--- config.mk ---
export PLATFORM = sky130hd
export DESIGN_NAME = pixelOutput
export DESIGN_NICKNAME = d
export VERILOG_FILES = /design/src/spritePkg.sv /design/src/pixelOutput.sv
export VERILOG_INCLUDE_DIRS = /design/src /design/src/src
export SDC_FILE = /design/constraint.sdc
export NUM_CORES = 1
export LEC_CHECK = 0
export ABC_AREA = 1
export BUFFER_PORTS_ARGS = -buffer_cell sky130_fd_sc_hd__buf_2
export CAP_MARGIN = 10
export CORE_ASPECT_RATIO = 0.6
export CORE_MARGIN = 2
export CORE_UTILIZATION = 40
export CTS_CLUSTER_DIAMETER = 30
export CTS_CLUSTER_SIZE = 30
export DETAILED_ROUTE_END_ITERATION = 12
export GPL_TIMING_DRIVEN = 1
export PLACE_DENSITY = 0.74
export SLEW_MARGIN = 20
export SYNTH_ARGS = -nofsm -noshare
export SYNTH_HDL_FRONTEND = slang
export SYNTH_SLANG_ARGS = --single-unit
--- constraint.sdc ---
create_clock -name clk_12M -period 2.1 [get_ports clk_12M]
set_input_delay 0.21 -clock clk_12M [delete_from_list [all_inputs] [get_ports clk_12M]]
set_output_delay 0.21 -clock clk_12M [all_outputs]
set_load 0.005 [all_outputs]
--- src/spriteLine_defines.svh ---
/* Sprite line path widths and depths
   Shared by the package, the RTL and the testbench */

`ifndef SPRITELINE_DEFINES_SVH
`define SPRITELINE_DEFINES_SVH

// Bits per pixel colour
`define PIX_W 4

// Palette bits per sprite
`define PAL_W 8

// Line buffer entry, palette above colour
`define ENTRY_W (`PAL_W + `PIX_W)

// Horizontal position, also the buffer address
`define LB_ADDR_W 9

// Entries per bank
`define LB_DEPTH 512

// Pixels in one tile row
`define TILE_PIX 8

// Bitplanes per tile row
`define PLANES 4

`endif

--- src/spritePkg.sv ---
/* Sprite line path types
   One entry word seen raw or split into palette and colour */

`include "spriteLine_defines.svh"

package spritePkg;

	// Palette and colour fields of one entry
	typedef struct packed {
		logic [`PAL_W-1:0] pal;		// Sprite palette
		logic [`PIX_W-1:0] color;	// Zero is transparent
	} lbFields_t;

	// Line buffer entry
	// The raw view is stored and driven out as the colour code,
	// the field view is used to build and test pixels
	typedef union packed {
		logic [`ENTRY_W-1:0] raw;
		lbFields_t f;
	} lbEntry_u;

endpackage

--- src/pixelOutput.sv ---
/* Sprite pixel output
   Sweeps the display bank once per line and registers the colour code
   with its transparent and not-colour-15 flags */

`timescale 1ns/100ps
`include "spriteLine_defines.svh"

module pixelOutput (
	input logic clk_12M,
	input logic nRES,
	input logic lineEnd,
	input spritePkg::lbEntry_u rdData,
	output logic [`LB_ADDR_W-1:0] rdAdr,
	output logic rdEn,
	output logic [`ENTRY_W-1:0] ob,
	output logic [`LB_ADDR_W-1:0] obX,
	output logic obValid,
	output logic pcof,
	output logic ncoo
);

	import spritePkg::*;

	logic sweeping;
	logic [`LB_ADDR_W-1:0] posQ;	// Address of the read in flight
	logic vldQ;
	lbEntry_u obQ;

	// Sweep counter, restarts on every line end
	always_ff @(posedge clk_12M or negedge nRES) begin
		if (!nRES) begin
			sweeping <= 1'b0;
			rdAdr <= '0;
		end else if (lineEnd) begin
			sweeping <= 1'b1;
			rdAdr <= '0;
		end else if (sweeping) begin
			rdAdr <= rdAdr + 1'b1;
			if (rdAdr == `LB_ADDR_W'(`LB_DEPTH - 1))
				sweeping <= 1'b0;
		end
	end

	assign rdEn = sweeping;

	// Position and valid follow the read through the buffer
	always_ff @(posedge clk_12M or negedge nRES) begin
		if (!nRES) begin
			vldQ <= 1'b0;
			obValid <= 1'b0;
		end else begin
			vldQ <= rdEn;
			obValid <= vldQ;
		end
	end

	always_ff @(posedge clk_12M) begin
		posQ <= rdAdr;
		obX <= posQ;
		obQ <= rdData;
	end

	assign ob = obQ.raw;
	assign pcof = (obQ.f.color == '0);	// Transparent
	assign ncoo = !(obQ.f.color == '1);	// Low for colour 15

	// Within a sweep the address only climbs
	assert property (@(posedge clk_12M) disable iff (!nRES)
		(rdEn && !lineEnd) |=> (!rdEn || (rdAdr > $past(rdAdr))))
		else $error("pixelOutput: read address wrapped during a sweep");

endmodule

* Word-level counts from Yosys, hierarchy flattened *
Index checks and enable logic that the tools add are counted.

word-level totals
  bits in registers = 42
  output and inout port bits = 34

operators by class
  $add $sub $neg = 1
  muxes and demuxes = 5
  equal/unequal tests = 2
  reduce and logical (&&, ||, !) cells = 3

operator list
  operator               number
  $mux W9                2
  $add A9 B1 Y9 const B  1
  $eq A9 B9 Y1 const B   1
  $eq A4 B4 Y1 const B   1
  $logic_not A4 Y1       1
  $mux W1                3
  $reduce_bool A2 Y1     1
  $logic_not A1 Y1       1

* Longest topological paths before layout *
Gate-level depths: netlist (run 1).

  depth in word-level cells = 4
  depth in mapped cells = 7

* Least setup slack after synthesis (run 1) *
OpenSTA, ideal clock, no wires.

  kind = register to register
  start point = reg rdAdr[0]
  end point = reg rdAdr[8]
  buffers on the path = 0
  required time = 1983 ps
  setup slack = 695 ps
  data arrival time = 1288 ps
  cell stages (with the launch flop) = 7
  period minus slack after synthesis = 1405 ps
  cell sequence = dfrtp_1 -> ha_1 -> nand3_1 -> nor4_1 -> ha_1 -> nand3_1 -> nand2_1

on the way
  cells in the longest elaborated chain, start to end = 3

RTL lines
  what                      RTL line           source
  start: declaration        pixelOutput.sv:13  output logic [`LB_ADDR_W-1:0] rdAdr,
  start signal: assignment  pixelOutput.sv:38  rdAdr <= rdAdr + 1'b1;
  $add A9 B1 Y9             pixelOutput.sv:38
  $mux W9                   pixelOutput.sv:37  end else if (sweeping) begin
  $mux W9                   pixelOutput.sv:34  end else if (lineEnd) begin

Every way passes these cells. The select of a mux whose other input is x is not followed.
A chain may end at the register's enable or synchronous reset.

* Worst setup path after layout (run 1) *
Ends and elaborated chain as after synthesis.

==> results of run 1 <==
[synth_stat cells, types with 2 or more instances]
master | count | area (um2)
a21oi_1 | 3 | 15.01
dfrtp_1 | 12 | 300.3
dfxtp_1 | 30 | 600.6
ha_1 | 2 | 25.02
inv_1 | 5 | 18.77
nand2_1 | 16 | 60.06
nand3_1 | 6 | 30.03
nor2_1 | 8 | 30.03
nor2_4 | 2 | 22.52
nor3_1 | 2 | 10.01
nor3b_1 | 2 | 15.01
nor4_1 | 2 | 12.51
o21ai_1 | 2 | 10.01
[per-layer routing]
layer	vias to the layer above	share of wire [%]	track usage, %
met5	-	0	0
met4	0	0.38	5.455
met2	31	51	21.07
met1	389	42	14.72
li1	419	-	-
met3	2	6.5	6.637
[cell usage in the layout (no fill, tap or decap), drive strengths merged]
| cell type | instances |
|---|---|
| o21ai | 2 |
| ha | 2 |
| dlygate4sd3 | 1 |
| a21oi | 3 |
| nand3 | 6 |
| nor4 | 2 |
| clkbuf | 8 |
| inv | 6 |
| nor3 | 2 |
| nor2 | 11 |
| nand2 | 17 |
| buf | 48 |
| dfxtp | 30 |
| nand4 | 1 |
| dfrtp | 12 |
| nor3b | 2 |
[registers in the layout, indices dropped and copies added, names as in the netlist]
name / cells
rdEn: 1
obX: 9
vldQ: 1
rdAdr: 9
obValid: 1
ob: 12
posQ: 9
[power groups by stage]
stage	logic, W	clock network, W	registers, W
after detailed placement	0.0000563	0	0.000857
after global routing	0.0000647	0.000525	0.000843
after floorplan	0.0000108	0	0.000859
after global placement	0.0000547	0	0.000855
after CTS	0.0000586	0.000491	0.000840
final	0.0000571	0.000476	0.000840
[cells by family after synthesis]
logic type                 after synthesis  synth area share, %
AOI/OAI and AO/OA                        5                2.134
adders and majority gates                2                2.134
buffers and inverters                    6                1.921
DFF                                     42                76.84
and+or+nand+nor                         41                16.97
[metrics by stage]
step	instances	hold slack, ns	cell area (um2)	power (W)	util [%]
final	195	0.02301	1555	0.001372	54.88
after global routing	195	0.005821	1555	0.001432	54.88
after CTS	195	0.01244	1555	0.001389	54.88
after detailed placement	186	0.1012	1465	0.0009135	51.70
after global placement	186	0.09715	1465	0.0009099	51.70
after floorplan	96	-0.08559	1172	0.0008702	-
[worst max-delay path by stage]
stage	end	from	cells after the start	slack (ns)
5_1_grt	rdAdr[8]$_DFFE_PN0P_	rdAdr[0]$_DFFE_PN0P_	6	0.50
6_report	rdAdr[8]$_DFFE_PN0P_	rdAdr[0]$_DFFE_PN0P_	6	0.60
3_3_place_gp	rdAdr[8]$_DFFE_PN0P_	rdAdr[0]$_DFFE_PN0P_	6	0.65
3_5_place_dp	rdAdr[8]$_DFFE_PN0P_	rdAdr[0]$_DFFE_PN0P_	6	0.60
2_1_floorplan	rdAdr[8]$_DFFE_PN0P_	rdAdr[0]$_DFFE_PN0P_	6	0.69
4_1_cts	rdAdr[8]$_DFFE_PN0P_	rdAdr[0]$_DFFE_PN0P_	6	0.59
[what timing repair did]
action	CTS	global route
gates resized for setup	0	0
hold endpoints to repair	12	0
hold buffers	1	0
endpoints found under the setup margin	0	0
[final cells by class]
type / count / area [um2]
fill: 247 / 1279
sequential: 42 / 900.9
timing repair buffer: 49 / 250.2
multi-input combinational: 48 / 249.0
clock buffer: 8 / 80.08
tap: 42 / 52.55
inverter: 6 / 22.52
==> metrics.csv, run 1 <==
metric,value,unit
dieArea,3394,um2
crit_path_start_kind,flip-flop,
cp.buffers_inverters,0,
vias,841,
synthToLayoutAreaGrowth,32.66,%
rr_worst_depth,6,
drt_wl_total,2096,um
min_from,rdData[6],
switching_share,20.37,%
pwr-share-clk,34.7,%
crit_required,2.28,ns
drtPass1Iterations,4,
io-pin-count,49,
drtIter0Drc,43,
cts_tree,done,
tns,0,ns
rsz0062_at_grt,no,
max_stage_delay,0.42,ns
min_path_cells,1,
cts.sinks,42,
ys_warn_count,0,
hold_class,input pin to flip-flop,
hold_violations,0,
clk_pin_slew_worst_paths,0.07,ns
diodes,0,
pwr-share-comb,4.2,%
core,2834,um2
synthCells,96,
endpoint_kind,flip-flop,
ys_seq_area_share,76.84,%
grt_usage,13.00,%
final_layout_size_suffix_gt1_share,37.91,%
wl_per_cell,10.75,um
die_h,45.94,um
fin_ws,0.5979,ns
pwr-share-seq,61.2,%
place_hpwl,1519,um
dp_slack,0.6033,ns
static-leakage-power,0.7648,nW
ant_nets,0,
p_int,0.001093,W
placementRows,15,
yosysUniqueCellTypes,17,
setup_violations,0,
ys_async_sr_fraction,28.57,%
cap_violations,0,
fin_worst_skew,0.002928,ns
ys_ff_latch,42,
synth_edf_count,0,
clock_latency,0.28,ns
timing.final.crit_share,71.53,%
ir_worst_vdd,0.2889,mV
layout_min_cycle_time,1.502,ns
run_status,"complete, no violations",
grt_max_degree,13,
crit_type,flip-flop to flip-flop,
initial_core_util,41.37,%
r2r_slack,0.60,ns
gr-total-overflow,0,
synthesis.area,1172,um2
p_per_area,882.5,nW/um2
grt_pass1_vias,717,
whs_endpoint,ob[6]$_DFF_P_,
relSlewSlack,80.28,%
port_buffers,48,
crit_chain,ha_1 -> nand3_1 -> nor4_1 -> ha_1 -> nand3_1 -> nand2_1,
r2r_end,rdAdr[8]$_DFFE_PN0P_,
tightest_slew,0.2958,ns
clockBufferDepth,2,
synthFlopType,dfxtp_1,
synth_fp_nets,113,
fmax,0.6657,GHz
p_sw,0.0002796,W
drv_slew,0,
drc,0,
grt_antenna_before_repair,0,
cpMaxStageDelayCell,dfrtp_1,
post-cts-setup-buffers,0,
die_w,73.89,um
gp_congestion,0.7942,
crit_fanout,6,
grt_pass1_wl,3056,um
path_delay_family,adder cells,
vias_per_cell,4.313,
syn_area_per_cell,12.21,um2
arrival,1.68,ns
nets,169,
root_buffer,clkbuf_8,
reg2reg_from,rdAdr[0]$_DFFE_PN0P_,
numCtsBuffers,5,
cts_max_level,2,
Power figures use the tool's default switching activity.
==> inputs of run 2 (changes only) <==
ABC_AREA = 0   (was 1)
clock period = 1.52 ns   (was 2.1 ns; I/O delays follow)
==> run 2 against run 1 <==
Compared with the run above: cell count down 6.7%; clock power rose by 59%; sequential power increased by 38%; hold slack improved by 0.14 ns; register-to-register slack worse by 0.38 ns; via count fell by 3.6%; non-clock buffer count up 15; power increased by 48%; combinational power increased by 110%.
==> metrics.csv, run 2 <==
metric,value,unit,change
reg2reg_from,rdAdr[0]$_DFFE_PN0P_,,
synth_edf_count,0,,unchanged
run_status,"complete, no violations",,
gr-total-overflow,0,,unchanged
clock_latency,0.28,ns,about the same
final_area,1670,um2,+7.4%
grt_usage,14.57,%,+1.6 points
fmax,0.7658,GHz,+15%
port_buffers,48,,unchanged
die_w,73.14,um,-1.0%
clk_pin_slew_worst_paths,0.07,ns,about the same
wl_per_cell,12.47,um,+16%
drtPass1Iterations,3,,-1
yosysMostFrequentCell,dfxtp_1,,
synthesis.area,1147,um2,-2.1%
seqCellArea,900.9,um2,unchanged
vias,811,,-3.6%
yosys.area_share.xor_xnor,3.053,%,+3.1 points
tightest_slew,0.2890,ns,-0.006749 ns
grt_pass1_vias,788,,+9.9%
static-leakage-power,0.8140,nW,+6.4%
cts_max_level,2,,unchanged
r2r_slack,0.21,ns,-0.38 ns
final_util,64.00,%,+9.1 points
synth.mux.area_fraction,1.745,%,+1.7 points
yosysUniqueCellTypes,19,,+2
rsz0062_at_grt,no,,
grt_max_degree,13,,unchanged
synth_top_area_cell,dfxtp_1,,
gp_congestion,0.7842,,-1.3%
drc,0,,unchanged
initial_core_util,43.96,%,+2.6 points
synth_simple_gate_area_share,9.924,%,-7.0 points
crit_type,flip-flop to flip-flop,,
whs_endpoint,rdAdr[2]$_DFFE_PN0P_,,
place_hpwl,1616,um,+6.4%
cts.repair.resized,0,,unchanged
grt_pass1_wl,3374,um,+10%
endpoint_kind,flip-flop,,
arrival,1.48,ns,-0.20 ns
timing.final.crit_share,85.91,%,+14 points
synthToLayoutAreaGrowth,45.58,%,
dieArea,3327,um2,-2.0%
fillers,204,,-17%
synth_fa_ha_area_share,2.181,%,+0.047 points
relSlewSlack,80.73,%,+0.45 points
cts.sinks,42,,unchanged
largest_reg_flops,12,,unchanged
diodes,0,,unchanged
root_buffer,clkbuf_8,,
final_common_cell,buf_2,,
synth_area_leaders,"dfxtp_1, dfrtp_1, nor2_1, xor2_1, ha_1",,
p_per_area,1219,nW/um2,+38%
synthTopCellsByCount,"dfxtp_1, dfrtp_1, nor2_1",,
drv_slew,0,,unchanged
r2r_end,rdAdr[8]$_DFFE_PN0P_,,
drt_wl_total,2270,um,+8.3%
final_cell_mix,"buf_2, dfxtp_1, dlygate4sd3_1, dfrtp_1, nor2_1",,
place_area,1439,um2,-1.8%
synthFlopType,dfxtp_1,,
clockBufferDepth,2,,unchanged
synth_compound_area_share,3.272,%,+1.1 points
tns,0,ns,unchanged
min_path_cells,2,,+1
cap_violations,0,,unchanged
synth_top_family_by_area,simple AND/OR/NAND/NOR gates,,
post-cts-setup-buffers,0,,unchanged
crit_fanout,4,,-2
drtIter0Drc,7,,-84%
multi_input_area,231.5,um2,-7.0%
crit_path_start_kind,flip-flop,,
crit_required,1.69,ns,-0.59 ns
layout_min_cycle_time,1.306,ns,-0.1963 ns
vias_per_cell,4.456,,+3.3%
ys_ff_latch,42,,unchanged
hold_violations,0,,unchanged
ant_nets,0,,unchanged
min_from,lineEnd,,
nets,166,,-1.8%
synth_fp_nets,97,,-14%
synth_top_area_share,52.34,%,+1.1 points
core,2610,um2,-7.9%
synthCells,80,,-17%
placementRows,14,,-1
rr_worst_depth,6,,unchanged
setup_violations,0,,unchanged
ys_async_sr_fraction,28.57,%,unchanged
numCtsBuffers,5,,unchanged
ys_seq_area_share,78.52,%,+1.7 points
syn_area_per_cell,14.34,um2,+17%
die_h,45.49,um,-0.98%
cts_tree,done,,
hold_class,input pin to flip-flop,,
final_layout_size_suffix_gt1_share,38.67,%,+0.76 points
io-pin-count,49,,unchanged
ys_warn_count,0,,unchanged
fin_worst_skew,0.002682,ns,-0.0002463 ns
grt_antenna_before_repair,0,,unchanged
power,0.002036,W,+48%
ir_worst_vdd,0.9218,mV,+220%
[run 2: area by class of cell]
| class | count | share of cell area (%) |
|---|---|---|
| clock buffers | 8 | 6.067 |
| inverters | 1 | 0.2247 |
| multi-input cells | 35 | 13.86 |
| flip-flops and latches | 42 | 53.93 |
| well taps | 32 | 2.397 |
| repair buffers | 64 | 23.52 |
[run 2: worst max-delay path, stage by stage (launching register included)]
cell	delay, ns
dfrtp_1	0.38
ha_1	0.24
nand3_1	0.09
nor2_1	0.05
ha_1	0.26
mux2i_1	0.13
nor2_1	0.05
[run 2: what timing repair did]
action / CTS / global route
setup endpoints to repair: 0 / 0
endpoints found under the hold margin: 24 / 0
hold buffers: 13 / 0
[run 2: cell families (layout without fill, tap and decap cells)]
logic type | count (synthesis) | after routing
compound gates | 7 | 7
xor+xnor | 4 | 4
fa+ha+maj | 2 | 2
buf+inv | 3 | 73
flops | 42 | 42
mux | 2 | 2
simple gates | 20 | 20
[run 2: worst max-delay path by stage]
stage	to	startpoint	slack (ns)	depth (start not counted)
after floorplan	rdAdr[8]$_DFFE_PN0P_	rdAdr[0]$_DFFE_PN0P_	0.15	6
after global placement	rdAdr[8]$_DFFE_PN0P_	rdAdr[0]$_DFFE_PN0P_	0.24	6
after detailed placement	rdAdr[8]$_DFFE_PN0P_	rdAdr[0]$_DFFE_PN0P_	0.21	6
after CTS	rdAdr[8]$_DFFE_PN0P_	rdAdr[0]$_DFFE_PN0P_	0.21	6
after global routing	rdAdr[8]$_DFFE_PN0P_	rdAdr[3]$_DFFE_PN0P_	0.11	5
final	rdAdr[8]$_DFFE_PN0P_	rdAdr[0]$_DFFE_PN0P_	0.21	6
[run 2: stage by stage]
step                      hold slack [ns]  instances  worst slack [ns]
after floorplan                   -0.1436         80            0.1545
after global placement            0.04090        161            0.2395
after detailed placement          0.05205        161            0.2088
after CTS                          0.1483        182            0.2066
after global routing               0.1638        182            0.1115
final                              0.1585        182            0.2142
[run 2: metal layers]
| layer | vias up | GRT usage (%) | wire length, um |
|---|---|---|---|
| met5 | - | 0 | 0 |
| met3 | 4 | 6.195 | 138 |
| met1 | 379 | 16.29 | 938 |
| met2 | 25 | 23.60 | 1146 |
| li1 | 403 | - | - |
| met4 | 0 | 8.889 | 45 |
[run 2: report_power, final]
group	internal, W	switching, W	total (W)
registers	0.00114	0.0000160	0.00116
clock network	0.000425	0.000333	0.000758
logic	0.0000698	0.0000498	0.000120
total	0.00164	0.000399	0.00204
