**config.mk**
```make
export PLATFORM = sky130hd
export DESIGN_NAME = tileShifter
export DESIGN_NICKNAME = d
export VERILOG_FILES = /design/src/spritePkg.sv /design/src/tileShifter.sv
export VERILOG_INCLUDE_DIRS = /design/src /design/src/src
export SDC_FILE = /design/constraint.sdc
export NUM_CORES = 1
export LEC_CHECK = 0
export BUFFER_PORTS_ARGS = -buffer_cell sky130_fd_sc_hd__buf_2
export CORE_MARGIN = 2
export CORE_UTILIZATION = 49
export CTS_CLUSTER_SIZE = 16
export DETAILED_ROUTE_END_ITERATION = 12
export PLACE_DENSITY = 0.81
export SYNTH_ARGS = -nofsm -noshare
export SYNTH_HDL_FRONTEND = slang
export SYNTH_SLANG_ARGS = --single-unit
export TNS_END_PERCENT = 20
```
**constraint.sdc**
```tcl
create_clock -name clk_12M -period 2.6 [get_ports clk_12M]
set_input_delay 0.13 -clock clk_12M [delete_from_list [all_inputs] [get_ports clk_12M]]
set_output_delay 0.13 -clock clk_12M [all_outputs]
set_load 0.01 [all_outputs]
```
**src/spriteLine_defines.svh**
```systemverilog
/* Sprite line path widths and depths
   Shared by the package, the RTL and the testbench */

`ifndef SPRITELINE_DEFINES_SVH
`define SPRITELINE_DEFINES_SVH

// Bits per pixel colour
`define PIX_W 4

// Palette bits per sprite
`define PAL_W 8

// Line buffer entry, palette above colour
`define ENTRY_W (`PAL_W + `PIX_W)

// Horizontal position, also the buffer address
`define LB_ADDR_W 9

// Entries per bank
`define LB_DEPTH 512

// Pixels in one tile row
`define TILE_PIX 8

// Bitplanes per tile row
`define PLANES 4

`endif

```
**src/spritePkg.sv**
```systemverilog
/* Sprite line path types
   One entry word seen raw or split into palette and colour */

`include "spriteLine_defines.svh"

package spritePkg;

	// Palette and colour fields of one entry
	typedef struct packed {
		logic [`PAL_W-1:0] pal;		// Sprite palette
		logic [`PIX_W-1:0] color;	// Zero is transparent
	} lbFields_t;

	// Line buffer entry
	// The raw view is stored and driven out as the colour code,
	// the field view is used to build and test pixels
	typedef union packed {
		logic [`ENTRY_W-1:0] raw;
		lbFields_t f;
	} lbEntry_u;

endpackage

```
**src/tileShifter.sv**
```systemverilog
/* Tile shifter
   Turns one 4-plane tile row into eight pixel writes, leftmost first,
   and skips transparent pixels */

`timescale 1ns/100ps
`include "spriteLine_defines.svh"

module tileShifter (
	input logic clk_12M,
	input logic nRES,
	input logic lineEnd,
	input logic tileLoad,
	input logic [`PLANES*`TILE_PIX-1:0] tileData,
	input logic [`LB_ADDR_W-1:0] tileX,
	input logic [`PAL_W-1:0] tilePal,
	input logic wbAck,
	output logic tileReady,
	output logic wbCyc,
	output logic wbStb,
	output logic wbWe,
	output logic [`LB_ADDR_W-1:0] wbAdr,
	output spritePkg::lbEntry_u wbDat
);

	import spritePkg::*;

	localparam int STEP_W = $clog2(`TILE_PIX);

	logic busy;
	logic [STEP_W-1:0] step;
	logic [`PLANES-1:0][`TILE_PIX-1:0] planeSr;
	logic [`LB_ADDR_W-1:0] xReg;
	logic [`PAL_W-1:0] palReg;
	logic [`PIX_W-1:0] pixColor;
	logic accept;
	logic advance;

	assign accept = tileLoad && tileReady;
	assign advance = busy && (!wbStb || wbAck);	// Skipped pixels still take a cycle

	// One bit per plane, plane 3 on top
	always_comb begin
		for (int p = 0; p < `PLANES; p++) begin
			pixColor[p] = planeSr[p][`TILE_PIX-1];
		end
	end

	always_ff @(posedge clk_12M or negedge nRES) begin
		if (!nRES) begin
			busy <= 1'b0;
			step <= '0;
		end else if (accept) begin
			busy <= 1'b1;
			step <= '0;
		end else if (advance) begin
			step <= step + 1'b1;
			if (step == STEP_W'(`TILE_PIX - 1))
				busy <= 1'b0;	// Ready again on the following cycle
		end
	end

	// Row payload, planes shift left so the MSB leads
	always_ff @(posedge clk_12M) begin
		if (accept) begin
			planeSr <= tileData;
			xReg <= tileX;
			palReg <= tilePal;
		end else if (advance) begin
			for (int p = 0; p < `PLANES; p++) begin
				planeSr[p] <= {planeSr[p][`TILE_PIX-2:0], 1'b0};
			end
		end
	end

	assign tileReady = !busy;
	assign wbCyc = busy;
	assign wbStb = busy && (pixColor != '0);
	assign wbWe = busy;	// Write-only master
	assign wbAdr = xReg + {{(`LB_ADDR_W-STEP_W){1'b0}}, step};	// Wraps past 511

	always_comb begin
		wbDat.f.pal = palReg;
		wbDat.f.color = pixColor;
	end

	// The buffer must take every write in the cycle it is strobed
	assert property (@(posedge clk_12M) disable iff (!nRES)
		wbStb |-> (wbCyc && wbAck))
		else $error("tileShifter: strobe without cycle or ack");

	// A row must complete within one line
	assert property (@(posedge clk_12M) disable iff (!nRES)
		busy |-> !lineEnd)
		else $error("tileShifter: lineEnd while a tile row is in flight");

endmodule

```
# Yosys cells after proc, flatten, opt, wreduce, memory -nomap -nowiden

Index checks and enable logic that the tools add are counted.

Bits in registers: 53
Input port bits: 54
Output and inout bits: 25
Logic and storage cells: 28

Add/sub/neg operators: 2
Equality and inequality tests: 1
Multiplexer cells: 7
Reduce and logical (&&, ||, !) cells: 10

Operators with widths:

| kind                  | count |
|---|---|
| $mux W32              | 2 |
| $add A9 B3 Y9         | 1 |
| $mux W3               | 2 |
| $reduce_bool A2 Y1    | 2 |
| $reduce_bool A4 Y1    | 1 |
| $add A3 B1 Y3 const B | 1 |
| $eq A3 B3 Y1 const B  | 1 |
| $logic_and A1 B1 Y1   | 3 |
| $mux W1               | 3 |
| $logic_not A1 Y1      | 2 |
| $reduce_and A2 Y1     | 1 |
| $logic_or A1 B1 Y1    | 1 |

# Logic depth before layout (Yosys ltp)

Gate-level depths: netlist (run 1).

Depth in word-level cells: 7
Mapped depth: 6
Mapped depth without buffers: 5

# Least setup slack after synthesis (run 1)

No wires, ideal clock.

Path kind: register to register
Start: register planeSr, in the netlist wbDat[1]
End: register planeSr[0] (netlist bit) (enable)
Setup time: 0.389 ns
Data arrival time: 1.642 ns
Required time: 2.211 ns
Path slack: 0.568 ns
Cell stages (with the launch flop): 4
Buffers on the path: 0
Clock period less this slack: 2.032 ns
Cell sequence: edfxtp_1 > nor4_1 > o21ai_2 > nand2_1

Word-level cells in the longest chain between the ends: 6

Ends and longest elaborated chain:

| element                             | RTL line          | RTL |
|---|---|---|
| start: declaration                  | tileShifter.sv:31 | `` logic [`PLANES-1:0][`TILE_PIX-1:0] planeSr; `` |
| start signal: assignment            | tileShifter.sv:65 | `planeSr <= tileData;` |
| start signal: indexed assignment    | tileShifter.sv:70 | `` planeSr[p] <= {planeSr[p][`TILE_PIX-2:0], 1'b0}; `` |
| $reduce_bool A4 Y1                  | tileShifter.sv:77 | `assign wbStb = busy && (pixColor != '0);` |
| $logic_and A1 B1 Y1                 | tileShifter.sv:77 |  |
| $logic_not A1 Y1                    | tileShifter.sv:39 | `assign advance = busy && (!wbStb \|\| wbAck);` |
| $logic_or A1 B1 Y1                  | tileShifter.sv:39 |  |
| $logic_and A1 B1 Y1                 | tileShifter.sv:39 |  |
| $reduce_bool A2 Y1 (no source line) | --                |  |

No other way between the ends.
A chain may end at the register's enable or synchronous reset.

# Worst setup path after layout (run 1)

Start: register step[0]
End: output wbAdr[8]

Word-level cells in the longest chain between the ends: 1

Ends and longest elaborated chain:

| element                  | RTL line          | RTL |
|---|---|---|
| start: declaration       | tileShifter.sv:30 | `logic [STEP_W-1:0] step;` |
| start signal: assignment | tileShifter.sv:56 | `step <= step + 1'b1;` |
| $add A9 B3 Y9            | tileShifter.sv:79 | `` assign wbAdr = xReg + {{(`LB_ADDR_W-STEP_W){1'b0}}, step}; `` |
| end: declaration         | tileShifter.sv:21 | `` output logic [`LB_ADDR_W-1:0] wbAdr, `` |

No other way between the ends.

==> metrics list, run 1 <==
* Outcome: finished clean
* Post-DP HPWL: 3.013 mm
* Critical path data required time: roughly 2.5 ns
* Remaining global-route overflow: 0
* Final Skew: 0.005371 ns
* Avg Vias per Cell: 4.781
* Data arrival time of the critical path: 2.04 ns
- CTS H-tree lvls: 2
- The routed layout has 1635 vias.
- For this configuration, the core starts out at a cell density of about half.
- R2R depth: 4
- RSZ-0062 raised after global routing: no
* Clock transition at the registers of the reported paths: 0.09 ns
* Number of pins exceeding their max-slew limit in the final report: 0
* Syn Inst Count: 195
- Min-Delay Path Class: in -> reg
- Netlist area before placement: roughly 2300 µm²
- Final setup violation count: 0
- In the routed design, unresolved DRC markers number 0.
- The region available for standard cell placement spans about 4400 µm².
* Total wire length after detailed routing: 4.516 mm
- In this run the power density over the cells is 982.4 nW/µm².
* Post-synthesis xor/xnor area fraction: 2.676%
- Summing the areas of all compound-gate instances in the mapped netlist gives 1.802% of the synthesized area.
- The initial antenna violation count is 0.
- Slew HR: between 60% and 70%
- Dividing the synthesized area by the synthesized cell count gives 11.75 µm².
- Buffer depth of the longest clock path: 2
* CTS tree: done
- Root Driver: clkbuf_8
* Insertion delay to the later sink of the worst-skew pair: around 0.3 ns
- Worst slew pin tran: 0.5901 ns
- Final critical path time including I/O delays and setup: 2.170 ns
- Arithmetic-cell share of the synthesized area counting full adders, half adders and majority gates: 3.605%
- After synthesis, the largest family of logic cells by area is simple AND/OR/NAND/NOR gates.
- The number of hold-slack violations in the final timing report was 0.
* Critical path endpoint category: output pin
- After Yosys synthesis, and, or, nand and nor cells account for between 15 and 20% of the synthesized area.
* Min-Delay Startpoint: tileLoad
- Number of distinct library cells after synthesis: 23
* Kind of start point of the critical path: flop
- Hold timing on the final database bottoms out at a slack of 0.06988 ns.
- Antenna-violating nets left: 0
- R2r endpoint: planeSr[25]
* Row count: 24
* Final RePlAce weighted congestion: 0.7632
- From left edge to right edge, the die measures 72.38 µm.
- Port buffer count: 77
- The first detailed-routing pass took 4 iterations.
- Buffers inserted during post-CTS setup optimization: 0
- GR Util All Layers: 18.30%
- At the end of the flow, the number of nets in the layout was between 300 and 400.
* Net Count, Synth: between 200 and 300
* Initial drt markers: 121
- Worst Hold Path EP: wbCyc
* Type of the setup path with the least slack: reg -> out
- Counting the fill cells in the layout gives 329.
* Number of clock buffers inserted by TritonCTS: 5
- In this run the count of I/O pins placed on the die edge is slightly below 80.
- Highest ir drop seen on vdd: a little under 0.0006 V
- In this run the static leakage power is 1.384 nW.
- Dividing the final minimum period by the clock period gives a little over four fifths.
- Fraction of layout cells with a size suffix above 1: 31.72%
- Counting every sink on the clock net gives 53.
- The repair_antennas step left the layout with diodes totalling 0.
- The number of global-route vias before repair was 1663.
- Of the synthesized area, sequential elements account for 68.60%.
* Hold path depth: 2
* Die area: between 5000 and 6000 µm²
- Of the post-synthesis cell area, the part taken by muxes is around 1.3%.
* Total placed instance area: 2699 µm²
- For this run, the number of Yosys warnings is 0.
* Area growth syn-to-layout: 30.09%
* Wire length of the first global-routing pass: 7.210 mm
- FMAX: between 400 and 500 MHz
- Fin Setup TNS: 0 ns
- The tool flagged a number of max-cap violations equal to 0.
- Post-synthesis sequential element count: 53
- Pin count of the biggest net entering global routing: 33
- Beginning of the worst register-to-register path: wbDat[1]
- Worst setup slack for register-to-register paths: 0.75 ns
- Of all nets on the critical path, the largest fanout is 4.
- Final non-filler cell area: 2980 µm²
- The die is 72.38 µm tall.
* Average routed wire per standard cell: 13.20 µm
[cell usage after synthesis (all sizes together)]
cell | instances | share of area (%)
a21o | 1 | 0.38
nand3 | 1 | 0.22
inv | 6 | 0.98
or3b | 1 | 0.38
buf | 12 | 3.2
edfxtp | 49 | 64
nor2 | 1 | 0.16
ha | 5 | 2.7
o21ai | 1 | 0.38
dfrtp | 4 | 4.4
nand2b | 1 | 0.27
nor4 | 1 | 0.27
fa | 1 | 0.87
xnor2 | 4 | 1.5
nand4 | 2 | 0.55
and2 | 4 | 1.1
nand2 | 91 | 15
a21oi | 3 | 0.66
mux2i | 3 | 1.3
xor2 | 3 | 1.1
o22a | 1 | 0.38
[timing repair]
| item | 4_1_cts | 5_1_grt |
|---|---|---|
| gates resized for setup | 0 | 0 |
| hold buffers | 15 | 3 |
| hold endpoints to repair | 18 | 3 |
[cell usage in the layout, fill, tap and decap left out, drive strengths merged]
| cell | Yosys | final |
|---|---|---|
| a21o | 1 | 1 |
| a21oi | 3 | 3 |
| and2 | 4 | 4 |
| buf | 12 | 81 |
| clkbuf | 0 | 7 |
| clkinv | 0 | 1 |
| dfrtp | 4 | 4 |
| dlygate4sd3 | 0 | 18 |
| edfxtp | 49 | 49 |
| fa | 1 | 1 |
| ha | 5 | 5 |
| inv | 6 | 6 |
| mux2i | 3 | 3 |
| nand2 | 91 | 91 |
| nand2b | 1 | 1 |
| nand3 | 1 | 1 |
| nand4 | 2 | 2 |
| nor2 | 1 | 1 |
| nor4 | 1 | 1 |
| o21ai | 1 | 1 |
| o22a | 1 | 1 |
| or3b | 1 | 1 |
| xnor2 | 4 | 4 |
| xor2 | 3 | 3 |
[logic make-up (layout without fill, tap and decap cells)]
logic type	after synthesis	in the layout
and+or+nand+nor	102	102
DFF	53	53
buffers and inverters	18	113
xor gates and xnor gates	7	7
adders and majority gates	6	6
AOI/OAI and AO/OA	6	6
muxes	3	3
[worst max-delay path by stage]
stage                         from          end  slack, ns  cells after the start
after floorplan           wbDat[1]   planeSr[0]       0.57                      3
after global placement    wbDat[1]  planeSr[16]       0.77                      4
after detailed placement  wbDat[0]   planeSr[9]       0.73                      4
after CTS                  step[0]     wbAdr[8]       0.43                      6
after global routing       step[0]     wbAdr[8]       0.31                      6
final                      step[0]     wbAdr[8]       0.43                      6
[power breakdown]
group / leakage [nW] / internal [mW] / switching [mW]
Clock: 0.0542 / 0.241 / 0.253
Combinational: 0.812 / 0.378 / 0.546
Sequential: 0.518 / 1.39 / 0.124
Total: 1.38 / 2.00 / 0.923
[state kept, by name (all words and copies together), names as in the netlist]
register / flops
wbCyc: 1
step: 3
palReg: 8
planeSr: 28
wbDat: 4
xReg: 9
[cell type report]
| class | instances | area, µm² | area share (%) |
|---|---|---|---|
| Clock buffer | 7 | 96.34 | 3.233 |
| Clock inverter | 1 | 5.005 | 0.1679 |
| Inverter | 6 | 22.52 | 0.7557 |
| Multi-Input combinational cell | 124 | 624.3 | 20.95 |
| Sequential cell | 53 | 1572 | 52.73 |
| Tap cell | 52 | 65.06 | 2.183 |
| Timing Repair Buffer | 99 | 595.6 | 19.98 |
[through the flow]
step	cells	power, mW	setup slack [ns]	utilization (%)
detailed placement	316	2.441	0.7330	61.14
global route	342	3.161	0.3064	67.52
CTS	339	2.949	0.4251	66.84
global placement	316	2.373	0.7669	61.14
floorplan	195	2.171	0.5682	-
finish	342	2.928	0.4298	67.52
[critical path, cell delays in order (launching register included)]
cell and delay [ns]:
dfrtp_1 0.42, ha_1 0.25, fa_1 0.40, a21o_2 0.23, or3b_1 0.18, xnor2_1 0.11
buf_2 0.15
[per-layer routing]
layer  up-vias  global-route usage (%)  share of wire (%)  wire length [µm]
li1        828                       -                  -                 -
met1       747                   20.65                 40              1797
met2        50                   31.29                 53              2372
met3        10                   5.972                5.4               246
met4         0                   8.848                2.2               100
met5         -                       0                  0                 0
(Power assumes the default switching activity.)
==> run 2: changes to the inputs <==
--- a/config.mk
+++ b/config.mk
@@ -6,12 +6,13 @@
 export SDC_FILE = /design/constraint.sdc
 export NUM_CORES = 1
 export LEC_CHECK = 0
+export ABC_AREA = 1
 export BUFFER_PORTS_ARGS = -buffer_cell sky130_fd_sc_hd__buf_2
 export CORE_MARGIN = 2
-export CORE_UTILIZATION = 49
+export CORE_UTILIZATION = 50
 export CTS_CLUSTER_SIZE = 16
 export DETAILED_ROUTE_END_ITERATION = 12
-export PLACE_DENSITY = 0.81
+export PLACE_DENSITY = 0.82
 export SYNTH_ARGS = -nofsm -noshare
 export SYNTH_HDL_FRONTEND = slang
 export SYNTH_SLANG_ARGS = --single-unit
==> constraint.sdc (replaced) <==
create_clock -name clk_12M -period 2 [get_ports clk_12M]
set_input_delay 0.1 -clock clk_12M [delete_from_list [all_inputs] [get_ports clk_12M]]
set_output_delay 0.1 -clock clk_12M [all_outputs]
set_load 0.01 [all_outputs]
==> run 2 against run 1 <==
- sequential share of layout area shrank 1.3 points
- non-clock buffer count is the same
- register-to-register slack lost 0.26 ns
- first-iteration DRC count shrank 52%
- synthesized area grew 2.3%
- hold slack lost 0.0040 ns
==> metrics list, run 2 <==
* CP Max Fanout: 4
- Clock tree sinks: 53
- R2R depth: 6
- Largest family of logic cells by synthesized area: simple AND/OR/NAND/NOR gates
- The floorplan step defined a die boundary enclosing approximately 5300 µm².
- In this run, the number of DRC markers left after iteration 0 of detailed routing was 58.
- The top cell types in the final layout, fill and taps aside, are 108 x nand2_1, 77 x buf_2, 49 x edfxtp_1.
- The floorplan has 24 rows.
- Summing all flip-flop and latch instances after layout gives 1572 µm².
- Final RePlAce weighted congestion: 0.7846
- Final setup violation count: 0
- Sorting the synthesized cells by how often they occur yields 108 x nand2_1, 49 x edfxtp_1, 11 x inv_1.
- Summed over all failing endpoints, the final setup total negative slack is 0 ns.
- The worst setup path is captured at an output pin.
- Hold path depth: 3
- For this design the static power due to leakage is 1.460 nW.
- Once detail routing completed, the nets flagged for antenna violations numbered 0.
- The clock passes through at most 2 buffers.
- EDFF count, synth: 49
- Global-route track usage on met1: 21.35%
* Pin count of the biggest net entering global routing: 33
- The number of buffers and inverters on the critical path is 1.
- Critical path data required time: roughly 1.9 ns
- Counting flops with an async set or reset pin after synthesis yields a share of 7.547%.
- Number of primary I/O pins: 79
* Min-Delay Path Class: in -> reg
- The number of antenna diodes in the final layout is 0.
* Cell type of the slowest stage on the worst timing path: dfrtp_1
* Number of hold violations in the final report: 0
- Cell Chain, Critical Path: ha_4 -> fa_2 -> a21oi_2 -> nor2_2 -> nand2_1 -> nand2_1 -> nand2_1 -> buf_2
- The library cell used most frequently in the layout, excluding fill and tap cells, is nand2_1.
- Detailed placement finished with a half-perimeter wire length of 3.120 mm.
- Area growth syn-to-layout: 30.26%
- The synthesized netlist devotes roughly 22% of its cell area to simple gates.
- Gate family responsible for the most delay along the worst path: adder cells
- VDD sags by at most between 0.0006 and 0.0007 V.
- The die is 72.48 µm wide.
* Net Sw Frac: 30.13%
* Core Region: between 4000 and 5000 µm²
- Power density over the cells: approximately 1100 nW/µm²
- The final-report max-slew violation count was 0.
- Power comes to between 3 and 4 mW.
* Netlist area before placement: 2345 µm²
- In this run the vertical extent of the chip is ~72 µm.
- Final critical path time including I/O delays and setup: 1.927 ns
- Setup repair after global routing could not meet its margin everywhere.
- Most frequently used cell type in the post-synthesis netlist: nand2_1
- The clock network is responsible for 16.9% of the overall power.
- The share of synthesized area in the top cell type comes to 62.75%.
* Portion of the clock cycle consumed by the worst path in the final layout: between 90% and 100%
- Psw: ~1 mW
- Internal power: roughly 2.3 mW
* Data arrival time of the critical path: 1.83 ns
- Cell type with the highest aggregate area in the netlist: edfxtp_1
* CTS tree: done
* Registers with the most flip-flops: planeSr x28, xReg x9, palReg x8
- Cell types with the largest area share after synthesis: edfxtp_1 63%, nand2_1 17%, dfrtp_1 4.3%
- Fraction of layout cells with a size suffix above 1: 30.48%
* Synthesized-area fraction occupied by ao, oa, aoi and oai cells: 0.8538%
* Busiest layer in global routing: met2
- CP dominant cell by count: nand2_1
* Combinational fraction of design power: between 20 and 30%
- Arithmetic-cell share of the synthesized area counting full adders, half adders and majority gates: 3.522%
- GR Util All Layers: 18.34%
* Insertion delay to the later sink of the worst-skew pair: 0.29 ns
* Post-synthesis xor/xnor area fraction: 1.494%
- Count of cell instances traversed by the critical path: 8
- Wire length of the first global-routing pass: 7.265 mm
- The cell sitting at the root of the clock tree is a clkbuf_8.
- The average instance in the mapped netlist occupies 10.71 µm².
- Wires add up to 4.382 mm.
* Met2 usage: 32.82%
* Average routed wire per standard cell: 11.94 µm
- Fraction of synthesized area in multiplexers: 0%
* Leading register cell type out of synthesis: edfxtp_1
- Slew HR: 75.72%
- Type of the setup path with the least slack: reg -> out
- In this run the tool buffered the top-level ports with just under 80 buffer cells.
- The flow ran to the end, and the final reports show no timing, DRC or antenna violations.
* Via total after detailed routing: 1748
- After detailed routing, the number of remaining DRC violations is 0.
* Sequential fraction of design power: 53.4%
- Starting utilization of the core area: 52.76%
- Summing all multi-input logic gate instances after layout gives 665.6 µm².
- Max-cap violations in this run came to 0.
* Final-layout fill cell count: roughly 340
- Number of nets in the finished design: 374
* Share of the yosys chip area belonging to registers: 67.02%
- Buffers inserted during clock tree synthesis total 5.
- FMAX: between 500 and 600 MHz
* Max stage delay on crit path: 0.44 ns
- Remaining global-route overflow: 0
- Synthesis inferred 53 register bits.
- Clock skew on the completed layout was measured at 0.005541 ns.
* Largest register FFs: 28
- First-pass detailed-route iteration total: 4
* Kind of start point of the critical path: flop
- Counting flops per register, the top entry is planeSr.
* Via count of the first global-routing pass: ~1700
* Clock transition at the registers of the reported paths: about 0.090 ns
* Avg Vias per Cell: about 4.8
* Net Count, Synth: 279
* CTS H-tree lvls: 2
- Met3 layer usage reported by global route: 3.611%
- For the pin with the worst max-slew slack, the measured transition is 0.3637 ns.
- The cell count after synthesis came out at approximately 220.
* Share of the core filled with cells: 68.72%
* Yosys Warn Count: 0
- The initial antenna violation count was 0.
* Number of distinct library cells after synthesis: 18
-- run 2: cell types whose count changed after synthesis, moves of 3 or more --
cell     before  now
inv_1         5   11
xnor2_1       4    0
nor2_1        1    9
mux2i_1       3    0
nand3_1       1    6
buf_2         7    4
and2_1        4    0
nand2_1      91  108
-- run 2: path summary, 6_finish.rpt --
kind                              startpoint          end  slack, ns
worst max-delay path                 step[0]     wbAdr[8]       0.07
worst min-delay path            tileData[26]  planeSr[26]       0.07
worst max register to register      wbDat[2]  planeSr[25]       0.49
worst min register to register   planeSr[30]     wbDat[3]       0.53
max in group asynchronous               nRES      step[1]       1.74
min in group asynchronous               nRES      step[2]       0.14
-- run 2: through the flow --
stage | hold slack (ns) | cell area (µm²) | instances | setup slack [ns]
after CTS | 0.05702 | 3032 | 366 | 0.001620
final | 0.06585 | 3054 | 367 | 0.07255
after floorplan | -0.1956 | 2345 | 219 | 0.06584
after detailed placement | -0.08980 | 2763 | 340 | 0.2357
after global placement | -0.09253 | 2763 | 340 | 0.3036
after global routing | 0.06055 | 3054 | 367 | -0.03359
-- run 2: metal layers --
| metal | part of all wire, % | vias to the layer above |
|---|---|---|
| li1 | - | 892 |
| met1 | 41 | 811 |
| met2 | 53 | 39 |
| met3 | 4.0 | 6 |
| met4 | 1.6 | 0 |
| met5 | 0 | - |
-- run 2: worst min-delay path: cells and delay by family --
kind,cells,cell delay [ns]
buffers and inverters,1,0.07
and+or+nand+nor,2,0.08
-- run 2: layout make-up --
type,instances,area share (%)
clock buffers,6,2.376
inverters,13,1.598
well taps,52,2.130
flip-flops and latches,53,51.45
clock inverters,2,0.3277
multi-input cells,142,21.79
repair buffers,99,20.32
-- run 2: cell families after synthesis --
| family | after synthesis |
|---|---|
| and+or+nand+nor | 128 |
| DFF | 53 |
| buffers and inverters | 24 |
| adders and majority gates | 6 |
| AOI/OAI and AO/OA | 4 |
| xor gates and xnor gates | 4 |
-- run 2: timing repair --
item / in CTS / in global routing
setup buffers: 0 / 1
endpoints found under the setup margin: 3 / 3
pin swaps: 0 / 2
hold buffers: 18 / 0
endpoints found under the hold margin: 21 / 0
gates resized for setup: 2 / 3
-- run 2: power by group through the flow --
stage | Sequential (mW) | Combinational, mW | Clock [mW]
6_report | 1.75 | 0.971 | 0.553
5_1_grt | 1.79 | 1.11 | 0.619
4_1_cts | 1.75 | 0.966 | 0.582
3_5_place_dp | 1.77 | 0.926 | 0
3_3_place_gp | 1.76 | 0.880 | 0
2_1_floorplan | 1.75 | 0.640 | 0
